## config.mk

```make
export PLATFORM = sky130hd
export DESIGN_NAME = pcie_rx
export DESIGN_NICKNAME = d
export VERILOG_FILES = /design/src/logic/pcie_rx_pkg.sv /design/src/logic/cpld_ram_writer.sv /design/src/logic/pcie_rx.sv /design/src/logic/rx_tlp_decoder.sv
export SDC_FILE = /design/constraint.sdc
export NUM_CORES = 1
export LEC_CHECK = 0
export ABC_AREA = 1
export BUFFER_PORTS_ARGS = -buffer_cell sky130_fd_sc_hd__buf_2
export CAP_MARGIN = 25
export CORE_MARGIN = 4
export CORE_UTILIZATION = 46
export DETAILED_ROUTE_END_ITERATION = 8
export HOLD_SLACK_MARGIN = 0.15
export PLACE_DENSITY = 0.71
export SYNTH_ARGS = -nofsm -noshare
export SYNTH_HDL_FRONTEND = slang
export SYNTH_SLANG_ARGS = --single-unit
export TNS_END_PERCENT = 30
```

## constraint.sdc

```tcl
create_clock -name user_clk -period 5.01 [get_ports user_clk]
set_clock_uncertainty 0.2 [all_clocks]
set_input_delay 0.501 -clock user_clk [delete_from_list [all_inputs] [get_ports user_clk]]
set_output_delay 0.501 -clock user_clk [all_outputs]
set_load 0.005 [all_outputs]
```

## src/logic/pcie_rx_pkg.sv

```systemverilog
package pcie_rx_pkg;

    // widest address fields the output records can carry
    localparam int BAR_ADDR_FIELD_W = 16;
    localparam int RAM_ADDR_FIELD_W = 11;

    // fmt[1:0] and type[4:0] of dw0
    typedef enum logic [6:0] {
        MEM_RD32 = 7'b00_00000,
        MEM_WR32 = 7'b10_00000,
        MEM_RD64 = 7'b01_00000,
        MEM_WR64 = 7'b11_00000,
        CPL      = 7'b00_01010,
        CPLD     = 7'b10_01010
    } tlp_fmt_type_e;

    typedef struct packed {
        logic       rsv0;
        logic [6:0] fmt_type;
        logic       rsv1;
        logic [2:0] tc;
        logic [3:0] rsv2;
        logic       td;
        logic       ep;
        logic [1:0] attr;
        logic [1:0] rsv3;
        logic [9:0] len;
    } tlp_dw0_t;

    typedef struct packed {
        logic [2:0]  tc;
        logic        td;
        logic        ep;
        logic [1:0]  attr;
        logic [9:0]  len;
        logic [15:0] rid;
        logic [7:0]  tag;
        logic [7:0]  be;
        logic [31:0] addr;
    } mem_req_t;

    typedef struct packed {
        logic                        en;
        logic [7:0]                  be;
        logic [BAR_ADDR_FIELD_W-1:0] addr;
        logic [31:0]                 data;
    } bar_wr_t;

    typedef struct packed {
        logic                        we;
        logic [RAM_ADDR_FIELD_W-1:0] addr;
        logic [31:0]                 data;
    } ram_wr_t;

    typedef struct packed {
        logic        valid;
        logic [31:0] data;
        logic        last;
    } cpld_beat_t;

    // tlp payload is big endian on the wire
    function automatic logic [31:0] byte_swap(input logic [31:0] dw);
        return {dw[7:0], dw[15:8], dw[23:16], dw[31:24]};
    endfunction

endpackage

```

## src/logic/cpld_ram_writer.sv

```systemverilog
`timescale 1ns/1ps

module cpld_ram_writer
    import pcie_rx_pkg::*;
#(
    parameter int RAM_ADDR_W = 11
) (
    input  logic                  user_clk,
    input  logic                  user_reset,

    input  cpld_beat_t            cpld_i,
    input  logic [RAM_ADDR_W-1:0] dma_byte_len_i,

    output ram_wr_t               ram_wr_o,
    output logic                  ram_tx_start_o,
    output logic                  ram_tx_end_o
);

    logic [RAM_ADDR_W-1:0] dma_dw_len;
    logic [RAM_ADDR_W-1:0] dw_total;
    logic [RAM_ADDR_W-1:0] ram_addr;
    logic [31:0]           ram_data;
    logic                  ram_we;
    logic                  judge;
    logic                  dma_end;
    logic                  in_xfer;
    logic [1:0]            start_sr;
    logic [1:0]            end_sr;

    // bytes rounded up to whole dwords
    assign dma_dw_len = {2'b00, dma_byte_len_i[RAM_ADDR_W-1:2]}
                      + {{(RAM_ADDR_W-1){1'b0}}, |dma_byte_len_i[1:0]};

    assign dma_end = judge & (dw_total >= dma_dw_len);

    always_ff @(posedge user_clk) begin
        if (user_reset) begin
            ram_we <= 1'b0;
            judge  <= 1'b0;
        end else begin
            ram_we <= cpld_i.valid;
            judge  <= cpld_i.valid & cpld_i.last;
        end
    end

    always_ff @(posedge user_clk) begin
        if (cpld_i.valid) begin
            ram_data <= byte_swap(cpld_i.data);
        end
    end

    // running total across completions of one transfer
    always_ff @(posedge user_clk) begin
        if (user_reset || dma_end) begin
            dw_total <= '0;
            in_xfer  <= 1'b0;
        end else if (cpld_i.valid) begin
            dw_total <= dw_total + 1'b1;
            in_xfer  <= 1'b1;
        end
    end

    always_ff @(posedge user_clk) begin
        if (user_reset || dma_end) begin
            ram_addr <= '0;
        end else if (ram_we) begin
            ram_addr <= ram_addr + 1'b1;
        end
    end

    // framing pulses are stretched to two cycles
    always_ff @(posedge user_clk) begin
        if (user_reset) begin
            start_sr <= '0;
            end_sr   <= '0;
        end else begin
            start_sr <= {start_sr[0], cpld_i.valid & ~in_xfer};
            end_sr   <= {end_sr[0], dma_end};
        end
    end

    assign ram_tx_start_o = |start_sr;
    assign ram_tx_end_o   = |end_sr;

    assign ram_wr_o = '{
        we:   ram_we,
        addr: RAM_ADDR_FIELD_W'(ram_addr),
        data: ram_data
    };

endmodule

```

## src/logic/pcie_rx.sv

```systemverilog
`timescale 1ns/1ps

module pcie_rx
    import pcie_rx_pkg::*;
#(
    parameter int BAR_ADDR_W = 16,
    parameter int RAM_ADDR_W = 11
) (
    input  logic                  user_clk,
    input  logic                  user_reset,

    input  logic [31:0]           m_axis_rx_tdata_i,
    input  logic                  m_axis_rx_tvalid_i,
    output logic                  m_axis_rx_tready_o,

    input  logic                  compl_done_i,
    input  logic [RAM_ADDR_W-1:0] dma_byte_len_i,

    output bar_wr_t               bar_wr_o,
    output mem_req_t              req_o,
    output logic                  req_compld_o,

    output ram_wr_t               ram_wr_o,
    output logic                  ram_tx_start_o,
    output logic                  ram_tx_end_o
);

    cpld_beat_t cpld;

    rx_tlp_decoder #(
        .BAR_ADDR_W         (BAR_ADDR_W)
    ) u_rx_tlp_decoder (
        .user_clk           (user_clk),
        .user_reset         (user_reset),
        .m_axis_rx_tdata_i  (m_axis_rx_tdata_i),
        .m_axis_rx_tvalid_i (m_axis_rx_tvalid_i),
        .m_axis_rx_tready_o (m_axis_rx_tready_o),
        .compl_done_i       (compl_done_i),
        .bar_wr_o           (bar_wr_o),
        .req_o              (req_o),
        .req_compld_o       (req_compld_o),
        .cpld_o             (cpld)
    );

    // completion payload into the dma buffer
    cpld_ram_writer #(
        .RAM_ADDR_W     (RAM_ADDR_W)
    ) u_cpld_ram_writer (
        .user_clk       (user_clk),
        .user_reset     (user_reset),
        .cpld_i         (cpld),
        .dma_byte_len_i (dma_byte_len_i),
        .ram_wr_o       (ram_wr_o),
        .ram_tx_start_o (ram_tx_start_o),
        .ram_tx_end_o   (ram_tx_end_o)
    );

endmodule

```

## src/logic/rx_tlp_decoder.sv

```systemverilog
`timescale 1ns/1ps

module rx_tlp_decoder
    import pcie_rx_pkg::*;
#(
    parameter int BAR_ADDR_W = 16
) (
    input  logic        user_clk,
    input  logic        user_reset,

    input  logic [31:0] m_axis_rx_tdata_i,
    input  logic        m_axis_rx_tvalid_i,
    output logic        m_axis_rx_tready_o,

    input  logic        compl_done_i,

    output bar_wr_t     bar_wr_o,
    output mem_req_t    req_o,
    output logic        req_compld_o,
    output cpld_beat_t  cpld_o
);

    typedef enum logic [3:0] {
        ST_IDLE,
        ST_MWR_DW1,
        ST_MWR_ADDR_HI,
        ST_MWR_ADDR_LO,
        ST_MWR_DATA,
        ST_MRD_DW1,
        ST_MRD_ADDR_HI,
        ST_MRD_ADDR_LO,
        ST_MRD_WAIT,
        ST_CPLD_DW1,
        ST_CPLD_DW2,
        ST_CPLD_DATA,
        ST_DMA_JUDGE
    } state_e;

    state_e                state;
    tlp_dw0_t              dw0;
    logic                  accept;
    logic                  is_mrd;
    logic                  is_64;
    logic [9:0]            tlp_len;
    logic [9:0]            dw_cnt;
    logic                  tlp_end;

    logic                  bar_en;
    logic [7:0]            bar_be;
    logic [BAR_ADDR_W-1:0] bar_addr;
    logic [31:0]           bar_data;

    logic                  cpld_valid;
    logic [31:0]           cpld_data;
    logic                  cpld_last;

    assign dw0     = tlp_dw0_t'(m_axis_rx_tdata_i);
    assign accept  = m_axis_rx_tvalid_i & m_axis_rx_tready_o;
    assign is_mrd  = (dw0.fmt_type == MEM_RD32) || (dw0.fmt_type == MEM_RD64);
    // len of 0 wraps to 1024 dwords
    assign tlp_end = (dw_cnt == tlp_len - 10'd1);

    always_ff @(posedge user_clk) begin
        if (user_reset) begin
            state              <= ST_IDLE;
            m_axis_rx_tready_o <= 1'b0;
            bar_en             <= 1'b0;
            req_compld_o       <= 1'b0;
            cpld_valid         <= 1'b0;
        end else begin
            bar_en             <= 1'b0;
            req_compld_o       <= 1'b0;
            cpld_valid         <= 1'b0;
            m_axis_rx_tready_o <= 1'b1;
            case (state)
                ST_IDLE: begin
                    if (accept) begin
                        case (dw0.fmt_type)
                            MEM_WR32, MEM_WR64: state <= ST_MWR_DW1;
                            MEM_RD32, MEM_RD64: state <= ST_MRD_DW1;
                            CPLD:               state <= ST_CPLD_DW1;
                            // cpl and anything unknown is dropped here
                            default:            state <= ST_IDLE;
                        endcase
                    end
                end
                ST_MWR_DW1: begin
                    if (accept) begin
                        state <= is_64 ? ST_MWR_ADDR_HI : ST_MWR_ADDR_LO;
                    end
                end
                ST_MWR_ADDR_HI: begin
                    if (accept) begin
                        state <= ST_MWR_ADDR_LO;
                    end
                end
                ST_MWR_ADDR_LO: begin
                    if (accept) begin
                        state <= ST_MWR_DATA;
                    end
                end
                ST_MWR_DATA: begin
                    if (accept) begin
                        bar_en <= 1'b1;
                        state  <= ST_IDLE;
                    end
                end
                ST_MRD_DW1: begin
                    if (accept) begin
                        state <= is_64 ? ST_MRD_ADDR_HI : ST_MRD_ADDR_LO;
                    end
                end
                ST_MRD_ADDR_HI: begin
                    if (accept) begin
                        state <= ST_MRD_ADDR_LO;
                    end
                end
                ST_MRD_ADDR_LO: begin
                    if (accept) begin
                        req_compld_o       <= 1'b1;
                        m_axis_rx_tready_o <= 1'b0;
                        state              <= ST_MRD_WAIT;
                    end
                end
                ST_MRD_WAIT: begin
                    // stall input until the completer is done
                    m_axis_rx_tready_o <= compl_done_i;
                    if (compl_done_i) begin
                        state <= ST_IDLE;
                    end
                end
                ST_CPLD_DW1: begin
                    if (accept) begin
                        state <= ST_CPLD_DW2;
                    end
                end
                ST_CPLD_DW2: begin
                    if (accept) begin
                        state <= ST_CPLD_DATA;
                    end
                end
                ST_CPLD_DATA: begin
                    if (accept) begin
                        cpld_valid <= 1'b1;
                        if (tlp_end) begin
                            m_axis_rx_tready_o <= 1'b0;
                            state              <= ST_DMA_JUDGE;
                        end
                    end
                end
                // one idle beat while the writer checks the dma length
                ST_DMA_JUDGE: state <= ST_IDLE;
                default:      state <= ST_IDLE;
            endcase
        end
    end

    always_ff @(posedge user_clk) begin
        if (accept) begin
            case (state)
                ST_IDLE: begin
                    is_64   <= dw0.fmt_type[5];
                    tlp_len <= dw0.len;
                    if (is_mrd) begin
                        req_o.tc   <= dw0.tc;
                        req_o.td   <= dw0.td;
                        req_o.ep   <= dw0.ep;
                        req_o.attr <= dw0.attr;
                        req_o.len  <= dw0.len;
                    end
                end
                ST_MWR_DW1:     bar_be   <= m_axis_rx_tdata_i[7:0];
                ST_MWR_ADDR_LO: bar_addr <= {m_axis_rx_tdata_i[BAR_ADDR_W-1:2], 2'b00};
                ST_MWR_DATA:    bar_data <= byte_swap(m_axis_rx_tdata_i);
                ST_MRD_DW1: begin
                    req_o.rid <= m_axis_rx_tdata_i[31:16];
                    req_o.tag <= m_axis_rx_tdata_i[15:8];
                    req_o.be  <= m_axis_rx_tdata_i[7:0];
                end
                ST_MRD_ADDR_LO: req_o.addr <= m_axis_rx_tdata_i;
                ST_CPLD_DW2:    dw_cnt     <= '0;
                ST_CPLD_DATA: begin
                    cpld_data <= m_axis_rx_tdata_i;
                    cpld_last <= tlp_end;
                    dw_cnt    <= dw_cnt + 10'd1;
                end
                default: ;
            endcase
        end
    end

    assign bar_wr_o = '{
        en:   bar_en,
        be:   bar_be,
        addr: BAR_ADDR_FIELD_W'(bar_addr),
        data: bar_data
    };

    assign cpld_o = '{valid: cpld_valid, data: cpld_data, last: cpld_last};

endmodule

```

# --- Word-level counts from Yosys, hierarchy flattened ---
# Cells that the tools add are included.
classes:
  eq_ne: 29
  n_reduce_logical: 23
  add_sub_neg: 5
  order_cmp: 1
  n_mux: 23
  n_bitwise: 8
op_table:
  columns: ["operator", "n"]
  rows:
  - ["$mux W4", 13]
  - ["$pmux W4 S12", 1]
  - ["$ne A2 B1 Y1 const B", 12]
  - ["$add A11 B1 Y11 const B", 2]
  - ["$eq A7 B7 Y1 const B", 3]
  - ["$pmux W10 S2", 1]
  - ["$eq A4 B3 Y1 const B", 4]
  - ["$eq A4 B4 Y1 const B", 4]
  - ["$reduce_and A2 Y1", 8]
  - ["$reduce_or A2 Y1", 8]
  - ["$reduce_and A13 Y1", 1]
  - ["$pmux W4 S3", 1]
  - ["$ge A11 B11 Y1", 1]
  - ["$add A10 B1 Y10 const B", 1]
  - ["$add A9 B1 Y10", 1]
  - ["$eq A10 B10 Y1", 1]
  - ["$sub A10 B1 Y10 const B", 1]
  - ["$eq A4 B2 Y1 const B", 2]
  - ["$eq A7 B6 Y1 const B", 1]
  - ["$logic_not A7 Y1", 1]
  - ["$mux W1", 6]
  - ["$and A1 B1 Y1", 4]
  - ["$eq A4 B1 Y1 const B", 1]
  - ["$logic_not A4 Y1", 1]
  - ["other kinds (6)", 10]
totals:
  output_inout_bits: 186
  reg_bits: 258
  in_bits: 47
  elab_cells: 119

# --- Depth between registers and ports, before layout ---
# Gate-level depths: netlist of the first run.
logic_depth:
  ltp_word: 5
  mapped_depth: 16
  ltp_nobuf: 15

# --- Modules after synthesis ---
# From an unflattened synthesis of the first run, not the netlist that was laid out.
hier_totals:
  hier_cells: 663
  hier_area_um2: 9574.2
by_module_without_submodules:
  columns: ["mod", "seq_area_each_um2", "cells_per_inst", "area_per_inst_um2", "n_inst"]
  rows:
  - ["rx_tlp_decoder", 5835.6, 409, 6884.1, 1]
  - ["cpld_ram_writer", 1541.5, 254, 2690.1, 1]

# --- Worst setup path before layout of the first run ---
# Ideal clock, no wire load.
synth_path:
  path_type: "input-to-reg"
  start: "input port m_axis_rx_tvalid_i"
  end: "register, netlist name u_rx_tlp_decoder.req_o[32]"
  path_stages: 3
  n_path_buf: 1
  setup_slack_ns: 0.391
  setup_ns: 0.501
  required_ns: 4.309
  arrival_time_ns: 3.917
  cell_sequence: "nand2_1 -> clkbuf_1 -> nor4_1"
synth_between:
  elab_chain_len: 2
synth_rtl:
  columns: ["element", "line", "rtl"]
  rows:
  - ["start: declaration", "pcie_rx.sv:13", "input logic m_axis_rx_tvalid_i,"]
  - ["$and A1 B1 Y1", "rx_tlp_decoder.sv:58", "assign accept = m_axis_rx_tvalid_i & m_axis_rx_tready_o;"]
  - ["$reduce_and A2 Y1 (no source line)", null, null]
# Every way passes these cells.
# A chain may end at the register's enable or synchronous reset.

# --- Final worst setup path of the first run ---
layout_path:
  start: "input port dma_byte_len_i[1]"
  end: "register u_cpld_ram_writer.ram_addr[2]"
layout_between:
  elab_chain_len: 5
layout_rtl:
  columns: ["element", "line", "rtl"]
  rows:
  - ["start: declaration", "pcie_rx.sv:17", "input logic [RAM_ADDR_W-1:0] dma_byte_len_i,"]
  - ["$reduce_or A2 Y1", "cpld_ram_writer.sv:32", "+ {{(RAM_ADDR_W-1){1'b0}}, |dma_byte_len_i[1:0]};"]
  - ["$add A9 B1 Y10", "cpld_ram_writer.sv:32", null]
  - ["$ge A11 B11 Y1", "cpld_ram_writer.sv:34", "assign dma_end = judge & (dw_total >= dma_dw_len);"]
  - ["$and A1 B1 Y1", "cpld_ram_writer.sv:34", null]
  - ["$logic_or A1 B1 Y1", "cpld_ram_writer.sv:64", "if (user_reset || dma_end) begin"]
  - ["end signal: assignment", "cpld_ram_writer.sv:67", "ram_addr <= ram_addr + 1'b1;"]
  - ["end: declaration", "cpld_ram_writer.sv:21", "logic [RAM_ADDR_W-1:0] ram_addr;"]
# Every way passes these cells.

==> impl.org, run 1 <==
** Run status
- The flow ran to the end, and the final reports show no timing, DRC or antenna violations.

** Power
- Pleak :: approximately 4.7 nW
- Across the VDD grid, the largest voltage drop is roughly 0.00034 V.
- Ratio of total power to cell area :: 392 nW/um^2

** Setup path
- Crit path max-delay cell type :: sky130_fd_sc_hd__nand2_1
- The worst register-to-register path has a depth of 7.
- STA classifies the critical path endpoint as a flop.
- The worst setup path is launched from a primary input.
- Signal arrival time at the worst endpoint :: approximately 3.6 ns
- Along the worst path, the maximum fanout reaches 23.
- In this design, the stage delay of the slowest critical-path cell is 0.50 ns.
- Walking the worst path, the cells encountered are buf_2, or2_2, ha_1, ha_1, nand3_1, nand3b_1, nand3b_1, xor2_1, ha_1, a21oi_1, nor3_1, nor3_1, nand3_1, o21ai_0, nand2_1, nor3b_1.
- Endpoint required time on the critical path :: ~5.3 ns
- Counting stages on the worst path, the most repeated cell is sky130_fd_sc_hd__ha_1.
- The critical path is of the in2reg type.

** Global route
- Entering global routing, the biggest net connects 28 pins.
- The number of global-route vias before repair was between 5000 and 6000.
- Overall Global Routing Usage :: 0.177
- Summed over all layers, the global routing overflow is 0.
- The first global-routing pass estimated a little over 30000 um of wire.
- The initial antenna violation count was 0.

** Synthesis
- Post-synthesis mux area share :: 0.00107
- Post-synthesis adder-cell area fraction :: 0.0228
- Syn Inst Count :: 637
- Counting flops with a built-in enable in the synthesized netlist gives about 220.
- Synthesis instantiated 35 different standard cells from the library.
- The synthesized-area fraction occupied by ao, oa, aoi and oai cells was 0.0228.
- Post-Syn Area :: 9310 sq um
- Synth top area share :: 0.713
- A synthesized cell averages roughly 15 sq um.
- Dominant combinational cell family by area after synthesis :: simple AND/OR/NAND/NOR gates
- Count of yosys warnings during synthesis :: 0
- The share of the Yosys chip area taken by registers is 0.792.
- Share of synthesized cell area in and, or, nand and nor gates :: 0.112
- Synthesis inferred between 200 and 300 register bits.
- Cell taking the most area after synthesis :: sky130_fd_sc_hd__edfxtp_1
- XOR/XNOR Fraction of Synth Area :: 0.0216
- In the synthesized netlist the dominant register cell turns out to be sky130_fd_sc_hd__edfxtp_1.
- For this run, asynchronously set or reset flops after synthesis account for 0.
- Synth top area cells :: sky130_fd_sc_hd__edfxtp_1 71%, sky130_fd_sc_hd__dfxtp_1 8.0%, sky130_fd_sc_hd__nand2_1 3.7%

** Die
- Die ar. :: between 20000 and 25000 sq um
- In this run the vertical extent of the chip is approximately 150 um.
- Num rows :: 51
- 233 I/O pins were placed.
- Area of the placeable core :: roughly 20000 sq um
- In this run the horizontal extent of the chip is around 150 um.
- The initial utilization of the core area, before any placement, comes to 0.474.

** Cells and area
- Final #Nets :: a little under 1000
- Summing all non-filler instances in the final layout gives an area of between 10000 and 15000 sq um.
- In the final layout, the share of cells above drive strength 1 is 0.317.
- Final Core Density :: 0.615
- Most common cell after layout, fill and taps aside :: sky130_fd_sc_hd__buf_2
- ANT cells :: 0
- Area delta synth->final :: 29.9%
- Commonest cells after routing, fill and taps aside :: 230 x sky130_fd_sc_hd__buf_2, 221 x sky130_fd_sc_hd__edfxtp_1, 91 x sky130_fd_sc_hd__nand2_1

** STA
- For the pin with the worst max-slew slack, the measured transition is 0.908 ns.
- Period minus WS final :: roughly 3.4 ns
- Slew Limit Headroom :: 0.392
- Setup Viol. Count Final :: 0
- PnR worst setup slack :: 1.65 ns
- The count of final max-slew check failures came to 0.
- After routing, the total negative slack on setup checks comes to 0 ns.
- Final period utilization :: 0.671
- Setup repair after global routing left no endpoint under its margin.
- Static timing analysis puts the maximum clock frequency at between 200 and 300 MHz.
- The final number of hold-violating endpoints is 0.

** Flow run
- Max-cap violation count :: 0

** Clock tree
- Bufs on Longest Clock Path :: 3
- TritonCTS built the clock tree.
- Clock buffers created by TritonCTS :: 26
- CTS built an H-tree with a depth of 1.
- The later pin in the worst-skew pair is clocked with a latency of about 0.52 ns.
- PostCTS Resize Cnt :: 0
- Clock-pin slew was measured on the worst setup and hold paths at ~0.06 ns.
- Root buf cell :: sky130_fd_sc_hd__clkbuf_16
- The clock drives between 200 and 300 sinks.

** Drt
- Vias/cell :: a little under 5
- Total iterations of the first detailed-routing run :: 4
- Avg WL per Cell :: between 15 and 20 um
- In this run the remaining antenna-violating nets after routing total 0.
- Wire length after detailed routing :: just over 20000 um
- The detailed router placed 5897 vias in this run.
- Number of remaining DRC errors :: 0
- The detailed router finished its first iteration with around 440 violations.

** Place
- Final HPWL from detailed placement :: roughly 14000 um
- Port Buffer Count :: 230
- Weighted congestion at the end of routability-driven global placement :: ~0.85
- Dpl ws :: 1.10 ns
- Area after detailed placement :: about 11000 sq um

** Worst hold path
- The min-delay analysis places its worst path in the category reg2reg.
- Number of cells on the worst hold path :: 0
power by group:
group          switching [mW]  total, mW  internal [mW]
registers              0.0569       2.46           2.41
clock network           0.766       1.88           1.11
logic                   0.249      0.393          0.143
per-layer routing:
| metal | share of wire | global-route usage | vias to the layer above |
|---|---|---|---|
| li1 | - | - | 2830 |
| met5 | 0 | 0 | - |
| met4 | 0.027 | 0.0535 | 0 |
| met3 | 0.063 | 0.0376 | 39 |
| met1 | 0.40 | 0.225 | 2830 |
| met2 | 0.51 | 0.305 | 198 |
flip-flops by register name, summed over array words and instances (netlist names), 2 cells and up:
signal	flops
u_cpld_ram_writer.dw_total	11
u_cpld_ram_writer.end_sr	2
u_cpld_ram_writer.ram_addr	11
u_cpld_ram_writer.ram_data	32
u_cpld_ram_writer.start_sr	2
u_rx_tlp_decoder.bar_addr	14
u_rx_tlp_decoder.bar_be	8
u_rx_tlp_decoder.bar_data	32
u_rx_tlp_decoder.cpld_data	32
u_rx_tlp_decoder.dw_cnt	10
u_rx_tlp_decoder.req_o	81
u_rx_tlp_decoder.state	4
u_rx_tlp_decoder.tlp_len	10
cell type report:
class / instances / area [sq um]
timing repair buffer: 274 / 1610
tap: 265 / 332
multi-input combinational: 320 / 1730
clock inverter: 9 / 88.8
inverter: 49 / 184
sequential: 258 / 7380
fill: 1494 / 7560
clock buffer: 37 / 763
synthesized netlist by cell type (2+ instances only):
library cell and n:
sky130_fd_sc_hd__nand2_2 2, sky130_fd_sc_hd__a21oi_1 22, sky130_fd_sc_hd__nor2_1 75, sky130_fd_sc_hd__nor2_2 2
sky130_fd_sc_hd__xor2_1 16, sky130_fd_sc_hd__inv_1 48, sky130_fd_sc_hd__nand3_1 28, sky130_fd_sc_hd__nor3_1 14
sky130_fd_sc_hd__nor4_1 4, sky130_fd_sc_hd__nand2_1 91, sky130_fd_sc_hd__buf_4 5, sky130_fd_sc_hd__ha_1 17
sky130_fd_sc_hd__o21ai_0 7, sky130_fd_sc_hd__xnor2_1 7, sky130_fd_sc_hd__or2_2 5, sky130_fd_sc_hd__o211ai_1 3
sky130_fd_sc_hd__nand3b_1 6, sky130_fd_sc_hd__nand4_1 5, sky130_fd_sc_hd__dfxtp_1 37, sky130_fd_sc_hd__buf_2 3
sky130_fd_sc_hd__clkbuf_1 3, sky130_fd_sc_hd__o21ai_2 2, sky130_fd_sc_hd__edfxtp_1 221, sky130_fd_sc_hd__nor3b_1 3
worst max-delay path: cells and delay by family:
family          cells  cell delay, ns
simple gates        9            1.78
fa+ha+maj           3            0.67
compound gates      2            0.38
xor+xnor            1            0.16
buf+inv             1            0.09
final timing paths:
path,from,to,slack [ns]
max reg2reg,u_rx_tlp_decoder.state[3],u_rx_tlp_decoder.cpld_data[13],2.13
max,dma_byte_len_i[1],u_cpld_ram_writer.ram_addr[2],1.65
min,u_rx_tlp_decoder.cpld_data[13],u_cpld_ram_writer.ram_data[21],0.21
min reg2reg,u_rx_tlp_decoder.cpld_data[13],u_cpld_ram_writer.ram_data[21],0.21
cell families after synthesis:
group | count (synthesis)
xor+xnor | 23
buf+inv | 60
compound gates | 38
mux | 1
simple gates | 239
flops | 258
other cells | 1
fa+ha+maj | 17
repair_timing:
item,in CTS,in global routing
hold endpoints to repair,187,0
buffers inserted,0,0
hold buffers,34,0
through the flow:
stage	power [mW]	hold WS [ns]	std cells
after floorplan	2.73	0.198	638
after CTS	4.77	0.199	1209
after global placement	2.86	0.200	1127
after global routing	4.94	0.222	1212
final	4.74	0.210	1212
after detailed placement	2.88	0.205	1129
Power figures use the tool's default switching activity.
==> run 2, diff against run 1 <==
--- a/config.mk
+++ b/config.mk
@@ -5,14 +5,14 @@
 export SDC_FILE = /design/constraint.sdc
 export NUM_CORES = 1
 export LEC_CHECK = 0
-export ABC_AREA = 1
+export ABC_AREA = 0
 export BUFFER_PORTS_ARGS = -buffer_cell sky130_fd_sc_hd__buf_2
 export CAP_MARGIN = 25
 export CORE_MARGIN = 4
 export CORE_UTILIZATION = 46
 export DETAILED_ROUTE_END_ITERATION = 8
 export HOLD_SLACK_MARGIN = 0.15
-export PLACE_DENSITY = 0.71
+export PLACE_DENSITY = 0.73
 export SYNTH_ARGS = -nofsm -noshare
 export SYNTH_HDL_FRONTEND = slang
 export SYNTH_SLANG_ARGS = --single-unit
==> constraint.sdc (replaced) <==
create_clock -name user_clk -period 2.9 [get_ports user_clk]
set_clock_uncertainty 0.2 [all_clocks]
set_input_delay 0.29 -clock user_clk [delete_from_list [all_inputs] [get_ports user_clk]]
set_output_delay 0.29 -clock user_clk [all_outputs]
set_load 0.005 [all_outputs]
==> run 2 against run 1 <==
Compared with the run above: synthesized cell count fell by 13%; global-route usage is 0.18 points lower; total power rose by 56%; utilization fell by 0.25 points.
==> impl.org, run 2 <==
** Synthesis
- The synthesized-area fraction occupied by ao, oa, aoi and oai cells is 0.0358 (+0.0130).
- The mean cell area of the mapped netlist was 16.7 sq um (+14%).
- The post-synth design cell area is 9220 sq um (-0.95%).
- sky130_fd_sc_hd__edfxtp_1 is the most common cell in the netlist.
- Count of yosys warnings during synthesis :: 0 (unchanged)
- Count of unique library cells instantiated by Yosys :: 50 (+43%)
- XOR/XNOR Fraction of Synth Area :: 0.0399 (+0.0183)
- The number of enable flip-flop cells after synthesis came to 221 (unchanged).
- By area, the combinational part of the netlist is dominated by simple AND/OR/NAND/NOR gates.
- Dominant register cell in the synthesized netlist :: sky130_fd_sc_hd__edfxtp_1
- Async set-reset flop share out of synthesis :: 0 (unchanged)
- The fraction of synthesized area in multiplexers was 0.00326 (+0.00218).
- Post-synthesis adder-cell area fraction :: 0.0231 (+0.000220)
- Share of synthesized cell area in and, or, nand and nor gates :: 0.0851 (-0.0273)
- By area the synthesized netlist is led by sky130_fd_sc_hd__edfxtp_1 72%, sky130_fd_sc_hd__dfxtp_1 8.0%, sky130_fd_sc_hd__xor2_1 2.4%.
- The post-synthesis sequential area ratio was 0.800 (+0.00763).
- The biggest area contributor in the post-synthesis netlist is sky130_fd_sc_hd__edfxtp_1.
- Flip-flop and latch count after synthesis :: 258 (unchanged)
- Syn Inst Count :: 552 (-13%)
- The area share of the largest cell type after synthesis came to 0.720 (+0.00687).
- Counting instances in the post-synthesis netlist gives the leading cell types as 221 x sky130_fd_sc_hd__edfxtp_1, 46 x sky130_fd_sc_hd__nor2_1, 37 x sky130_fd_sc_hd__dfxtp_1, 25 x sky130_fd_sc_hd__nand2_1, 25 x sky130_fd_sc_hd__xor2_1.

** Setup path
- Crit path max-delay family :: simple AND/OR/NAND/NOR gates
- Tracing the worst setup path back leads to its startpoint at u_rx_tlp_decoder.tlp_len[2].
- Traced cell by cell, the critical path runs through or3_1, or4_1, o32ai_1, a31oi_1, and4bb_2, o21ai_2, a31o_1.
- The worst-case reg-to-reg path depth came to 7 (unchanged).
- The required time of the worst setup path was 3.13 ns (-2.12 ns).
- Number of cells on the critical path :: 7 (-9)
- The worst setup path is captured at a flop.
- Kind of launch point of the worst setup path :: flop
- The worst-path maximum fanout is 7 (-70%).
- The worst path arrival time is 2.80 ns (-0.80 ns).
- Crit path max-delay cell type :: sky130_fd_sc_hd__edfxtp_1
- The largest stage delay on the critical path was 0.48 ns (-0.02 ns).
- The buffers plus inverters on the worst setup path came to 0 (-1).
- Worst setup path class :: reg2reg
- The worst register-to-register path begins at u_rx_tlp_decoder.tlp_len[2].

** Place
- Port Buffer Count :: 230 (unchanged)
- The placer's final routability congestion estimate is 0.876 (+2.8%).
- Final HPWL from detailed placement :: 12800 um (-7.7%)

** Power
- The sequential share of power is 0.547 (+0.027).
- The switching part of the total came to 0.198 (-0.0281).
- Highest ir drop seen on vdd :: 0.000543 V (+61%)
- Pleak :: 4.59 nW (-1.8%)
- The relative contribution of combinational cells to total power is 0.029 (-0.054).
- The share of power burned in the clock network was 0.424 (+0.027).
- The switching power is 1.47 mW (+37%).
- P_int :: 5.92 mW (+62%)
- Ratio of total power to cell area :: 615 nW/um^2 (+57%)

** Worst hold path
- Min-Delay Path Class :: reg2reg
- The hold path depth is 0 (unchanged).
- Startpoint of the worst hold path :: u_rx_tlp_decoder.cpld_data[8]

** STA
- Final period utilization :: 0.887
- Final setup TNS :: 0 ns (unchanged)
- After layout, the minimum clock period comes to ~2.6 ns.
- The final number of hold-violating endpoints was 0 (unchanged).
- Setup Viol. Count Final :: 0 (unchanged)
- The pin slew with the least headroom to its limit came to 0.540 ns (-0.369 ns).
- Final hold slack :: 0.201 ns (-0.00957 ns)
- Setup repair after global routing missed its margin :: false
- The count of final max-slew check failures was 0 (unchanged).
- The worst relative slew slack is 0.639 (+0.247).
- FMAX :: around 400 MHz

** Global route
- Final global-route overflow total :: 0 (unchanged)
- The global-route met2 utilization came to 0.291 (-0.0143).
- The global-route wire length before repair came to 30400 um (-2.2%).
- Via count of the first global-routing pass :: 5525 (-1.1%)
- Global route hottest layer :: met2
- The routing usage on met3 was 0.0503 (+0.0126).
- Number of antenna violations at the first check in global routing :: 1 (+1)
- Overall Global Routing Usage :: 0.175 (-0.00185)
- The met1 track demand over resource in global routing was 0.222 (-0.00375).
- Pin count of the biggest net entering global routing :: 33 (+18%)

** Cells and area
- The number of inserted filler cells in the final layout is 1480 (-0.94%).
- Commonest cells after routing, fill and taps aside :: 230 x sky130_fd_sc_hd__buf_2, 221 x sky130_fd_sc_hd__edfxtp_1, 45 x sky130_fd_sc_hd__nor2_1
- The post-layout net count is 913 (-8.1%).
- The number of flip-flops under the largest register name is 81 (unchanged).
- Area delta synth->final :: 30.2%
- The library cell used most frequently in the layout, excluding fill and tap cells, is sky130_fd_sc_hd__buf_2.
- Fraction of layout cells with a size suffix above 1 :: 0.349 (+0.0319)
- The register with the most flip-flops in the final layout is u_rx_tlp_decoder.req_o.

** Run status
- The run finished with clean final reports.

** Die
- Area of the placeable core :: 19600 sq um (-0.32%)
- The initial core utilization was 0.471 (-0.00299).
- Top-level I/O count :: 233 (unchanged)
- The height of the die was 150 um (-0.45%).
- Num rows :: 51 (unchanged)
- Die width :: 150 um (-0.45%)
- Die ar. :: 22400 sq um (-0.90%)

** Clock tree
- Clock buffers created by TritonCTS :: 26 (unchanged)
- Worst-path clk slew :: 0.07 ns (about the same)
- In this run the clock root is driven by a sky130_fd_sc_hd__clkbuf_16.
- TritonCTS built the clock tree.
- The clock insertion delay at the later pin of the skew report is 0.53 ns (about the same).
- The maximum number of buffers from clock root to sink is 3 (unchanged).
- The number of clock sinks seen by CTS came to 258 (unchanged).
- Level count of the clock H-tree :: 1 (unchanged)
- # Post-CTS Setup Buffers :: 0 (unchanged)
- PostCTS Resize Cnt :: 0 (unchanged)

** Drt
- The total via count in the routed design is 5615 (-4.8%).
- The mean number of vias per cell came to 4.95 (+1.7%).
- The number of detailed-route iterations in the first pass came to 4 (unchanged).
- Wire length after detailed routing :: 19900 um (-3.0%)
- The post-detailed-route DRC marker count came to 0 (unchanged).
- Antenna violation net count after detailed routing :: 0 (unchanged)
- The post-detailed-route wirelength per cell is 17.5 um (+3.6%).
- The number of DRC markers in iteration 0 is 327 (-25%).

** Flow run
- Max-cap violation count :: 0 (unchanged)
[run 2: path summary, 6_finish.rpt]
path,slack [ns],to
setup reg to reg,0.33,u_rx_tlp_decoder.state[1]
hold / removal,0.20,u_cpld_ram_writer.ram_data[16]
setup / recovery,0.33,u_rx_tlp_decoder.state[1]
hold reg to reg,0.20,u_cpld_ram_writer.ram_data[16]
[run 2: cell families after synthesis]
family                     Yosys count
AOI/OAI and AO/OA                   49
xor gates and xnor gates            42
adders and majority gates           17
buffers and inverters               27
DFF                                258
muxes                                3
other                                1
and+or+nand+nor                    155
[run 2: stage by stage]
step / instance area [sq um] / power, mW / std cells / setup slack (ns) / utilization
2_1_floorplan: 9240 / 4.20 / 553 / -0.228 / -
3_3_place_gp: 10800 / 4.29 / 1050 / -0.0347 / 0.553
3_5_place_dp: 10800 / 4.30 / 1050 / -0.105 / 0.553
4_1_cts: 12000 / 7.43 / 1134 / 0.336 / 0.613
5_1_grt: 12000 / 7.65 / 1135 / 0.157 / 0.613
6_report: 12000 / 7.39 / 1135 / 0.328 / 0.613
[run 2: repair_timing]
action	in CTS	in global routing
endpoints found under the hold margin	192	0
hold buffers	36	0
endpoints found under the setup margin	0	0
[run 2: final cells by class]
cell class	count	area, sq um	share of cell area
Multi-Input combinational cell	268	1770	0.148
Timing Repair Buffer	283	1660	0.139
Clock inverter	18	123	0.0102
Inverter	12	45.0	0.00375
Tap cell	265	332	0.0276
Sequential cell	258	7380	0.615
Clock buffer	30	687	0.0572
Antenna cell	1	2.50	0.000208
[run 2: routing by layer]
metal	wire [um]	share of wire	up-vias
met2	9600	0.48	209
li1	-	-	2666
met3	1650	0.083	42
met1	8020	0.40	2698
met4	620	0.031	0
met5	0	0	-
[run 2: power by group through the flow]
stage	Sequential, mW	Combinational [mW]	Clock [mW]
global placement	4.12	0.170	0
CTS	4.04	0.212	3.18
global route	4.04	0.237	3.37
finish	4.04	0.213	3.13
floorplan	4.12	0.0773	0
detailed placement	4.12	0.174	0
==> run 3, diff against run 2 <==
--- a/config.mk
+++ b/config.mk
@@ -8,6 +8,7 @@
 export ABC_AREA = 0
 export BUFFER_PORTS_ARGS = -buffer_cell sky130_fd_sc_hd__buf_2
 export CAP_MARGIN = 25
+export CORE_ASPECT_RATIO = 0.75
 export CORE_MARGIN = 4
 export CORE_UTILIZATION = 46
 export DETAILED_ROUTE_END_ITERATION = 8
@@ -16,4 +17,4 @@
 export SYNTH_ARGS = -nofsm -noshare
 export SYNTH_HDL_FRONTEND = slang
 export SYNTH_SLANG_ARGS = --single-unit
-export TNS_END_PERCENT = 30
+export TNS_END_PERCENT = 50
==> run 3 against run 2 <==
Compared with the run above: wire length rose by 2.7%; critical path depth rose by 2; cell area fell by 0.63%; global-route usage rose by 0.28 points; register-to-register slack got worse by 0.05 ns; flip-flop and latch count did not move; via count rose by 1.4%; combinational power barely moved; setup slack got worse by 0.051 ns; total power fell by 0.55%; critical endpoint unchanged; largest power group unchanged.
==> impl.org, run 3 (synthesis results as in run 2) <==
** Global route
- Global-route wire length before repair :: 30900 um (+1.8%)
- The initial antenna violation count came to 0 (-1).
- The total overflow reported by the global router was 0 (unchanged).
- Overall Global Routing Usage :: 0.178 (+0.00282)
- Via count of the first global-routing pass :: 5483 (-0.76%)
- The pin count of the biggest net entering global routing came to 34 (+3.0%).

** Power
- The cell leakage power was 4.56 nW (-0.71%).
- Highest ir drop seen on vdd :: 0.000594 V (+9.5%)
- The total power of the final layout came to 7.35 mW (-0.55%).
- Ratio of total power to cell area :: 616 nW/um^2 (about the same)

** STA
- The final worst hold slack is 0.218 ns (+0.0169 ns).
- The count of final setup violators came to 0 (unchanged).
- The aggregate negative setup slack came to 0 ns (unchanged).
- Slew Limit Headroom :: 0.619 (-0.0202)
- The count of final max-slew check failures came to 0 (unchanged).
- The pin slew with the least headroom to its limit came to 0.571 ns (+0.0316 ns).
- The clock period minus final worst setup slack is 2.62 ns (+0.0512 ns).
- Setup repair after global routing left no endpoint under its margin.
- The highest achievable clock rate was 381 MHz (-2.0%).
- PnR worst setup slack :: 0.277 ns (-0.0512 ns)
- Final period utilization :: 0.905 (+0.0176)
- Final Hold Fails :: 0 (unchanged)

** Drt
- Avg WL per Cell :: 18.3 um (+4.7%)
- Number of vias in the routed layout :: 5693 (+1.4%)
- Vias/cell :: 5.11 (+3.3%)
- The final antenna-violating net count is 0 (unchanged).
- Total iterations of the first detailed-routing run :: 4 (unchanged)
- First DRT Iteration DRCs :: 272 (-17%)
- The post-detailed-route DRC marker count is 0 (unchanged).
- Wire length after detailed routing :: 20400 um (+2.7%)

** Die
- Die width :: 172 um (+15%)
- Initial standard-cell utilization of the core :: 0.472 (+0.00112)
- The height of the die was 131 um (-13%).
- Top-level I/O count :: 233 (unchanged)
- Num rows :: 44 (-14%)
- The die outline area is 22400 sq um (+0.11%).
- The area of the core came to 19500 sq um (-0.24%).

** Cells and area
- Commonest cells after routing, fill and taps aside :: 230 x sky130_fd_sc_hd__buf_2, 221 x sky130_fd_sc_hd__edfxtp_1, 45 x sky130_fd_sc_hd__nor2_1
- The area of all placed cells without fillers is 11900 sq um (-0.63%).
- The number of standard cells in the final layout excluding fillers was 1114 (-1.9%).
- Total area of multi-input combinational cells :: 1770 sq um (unchanged)
- Area delta synth->final :: 29.4%
- The count of inserted antenna diode cells was 0 (-1).
- Final #Nets :: 908 (-0.55%)
- Flip-flop count of the largest register after layout :: 81 (unchanged)
- The number of inserted filler cells in the final layout came to 1451 (-2.0%).
- Largest Register :: u_rx_tlp_decoder.req_o
- The area of all sequential standard cells came to 7380 sq um (unchanged).
- The final design utilization is 0.610 (-0.00239).
- The share of cells above drive strength 1 was 0.344 (-0.00489).
- Most common cell after layout, fill and taps aside :: sky130_fd_sc_hd__buf_2

** Place
- Dpl ws :: -0.166 ns (-0.0619 ns)
- Port Buffer Count :: 230 (unchanged)
- The total half-perimeter wirelength after legalization and detailed placement is 13500 um (+5.5%).
- The placer's final routability congestion estimate came to 0.828 (-5.5%).
- Area after detailed placement :: 10800 sq um (-0.46%)
- The number of cells in the design after placement came to 1035 (-1.4%).

** Flow run
- Max-cap violation count :: 0 (unchanged)

** Worst hold path
- The min-delay analysis places its worst path in the category reg2reg.
- Number of cells on the worst hold path :: 0 (unchanged)

** Setup path
- The critical path is of the reg2reg type.
- STA classifies the critical path startpoint as a flop.
- The buffers plus inverters on the worst setup path came to 1 (+1).
- Signal arrival time at the worst endpoint :: 2.82 ns (+0.02 ns)
- Number of cells on the critical path :: 9 (+2)
- Reg2Reg Depth :: 9 (+2)
- Crit path max fanout :: 10 (+3)
- The worst setup path is captured at a flop.
- The required time of the worst setup path came to 3.09 ns (-0.04 ns).
- Walking the worst path, the cells encountered are inv_1, ha_1, or2b_1, o211a_1, o31ai_1, nand3_1, and4bb_2, o21ai_2, a31o_1.
- The largest stage delay on the critical path is 0.43 ns (-0.05 ns).
- The slowest stage of the critical path is the sky130_fd_sc_hd__edfxtp_1 cell.
- Crit path max-delay family :: simple AND/OR/NAND/NOR gates

** Clock tree
- PostCTS Resize Cnt :: 0 (unchanged)
- Worst-path clk slew :: 0.07 ns (about the same)
- Bufs on Longest Clock Path :: 3 (unchanged)
- In this run the clock root is driven by a sky130_fd_sc_hd__clkbuf_16.
- The H-tree depth came to 1 (unchanged).
- Sinks on Clock Net :: 258 (unchanged)
- Clock buffers created by TritonCTS :: 24 (-7.7%)
- Source-to-sink clock delay at the later pin of the worst-skew pair :: 0.50 ns (-0.03 ns)
- TritonCTS built the clock tree.

** Run status
- Result of the run :: finished clean
-- run 3: where the power goes --
part / total, mW / switching (mW) / internal, mW
registers: 4.04 / 0.0134 / 4.03
logic: 0.212 / 0.116 / 0.0957
clock network: 3.09 / 1.29 / 1.80
total: 7.35 / 1.42 / 5.93
-- run 3: repair_timing --
action                    in CTS  in global routing
hold buffers                  36                  0
hold endpoints to repair     190                  0
setup buffers                  0                  0
-- run 3: cell type report --
cell class / count / area share
Sequential cell: 258 / 0.618
Multi-Input combinational cell: 268 / 0.149
Timing Repair Buffer: 280 / 0.137
Clock buffer: 33 / 0.0596
Tap cell: 253 / 0.0265
Clock inverter: 10 / 0.00640
Inverter: 12 / 0.00378
-- run 3: worst paths after layout --
| path | start | end | slack (ns) |
|---|---|---|---|
| worst max-delay path | u_rx_tlp_decoder.tlp_len[0] | u_rx_tlp_decoder.state[1] | 0.28 |
| worst min register to register | u_rx_tlp_decoder.cpld_data[31] | u_cpld_ram_writer.ram_data[7] | 0.22 |
| worst max register to register | u_rx_tlp_decoder.tlp_len[0] | u_rx_tlp_decoder.state[1] | 0.28 |
| worst min-delay path | u_rx_tlp_decoder.cpld_data[31] | u_cpld_ram_writer.ram_data[7] | 0.22 |
-- run 3: metal layers --
layer / share of wire / vias to the layer above / track usage
met5: 0 / - / 0
met3: 0.11 / 45 / 0.0707
met2: 0.43 / 240 / 0.269
li1: - / 2668 / -
met4: 0.030 / 0 / 0.0545
met1: 0.43 / 2740 / 0.240
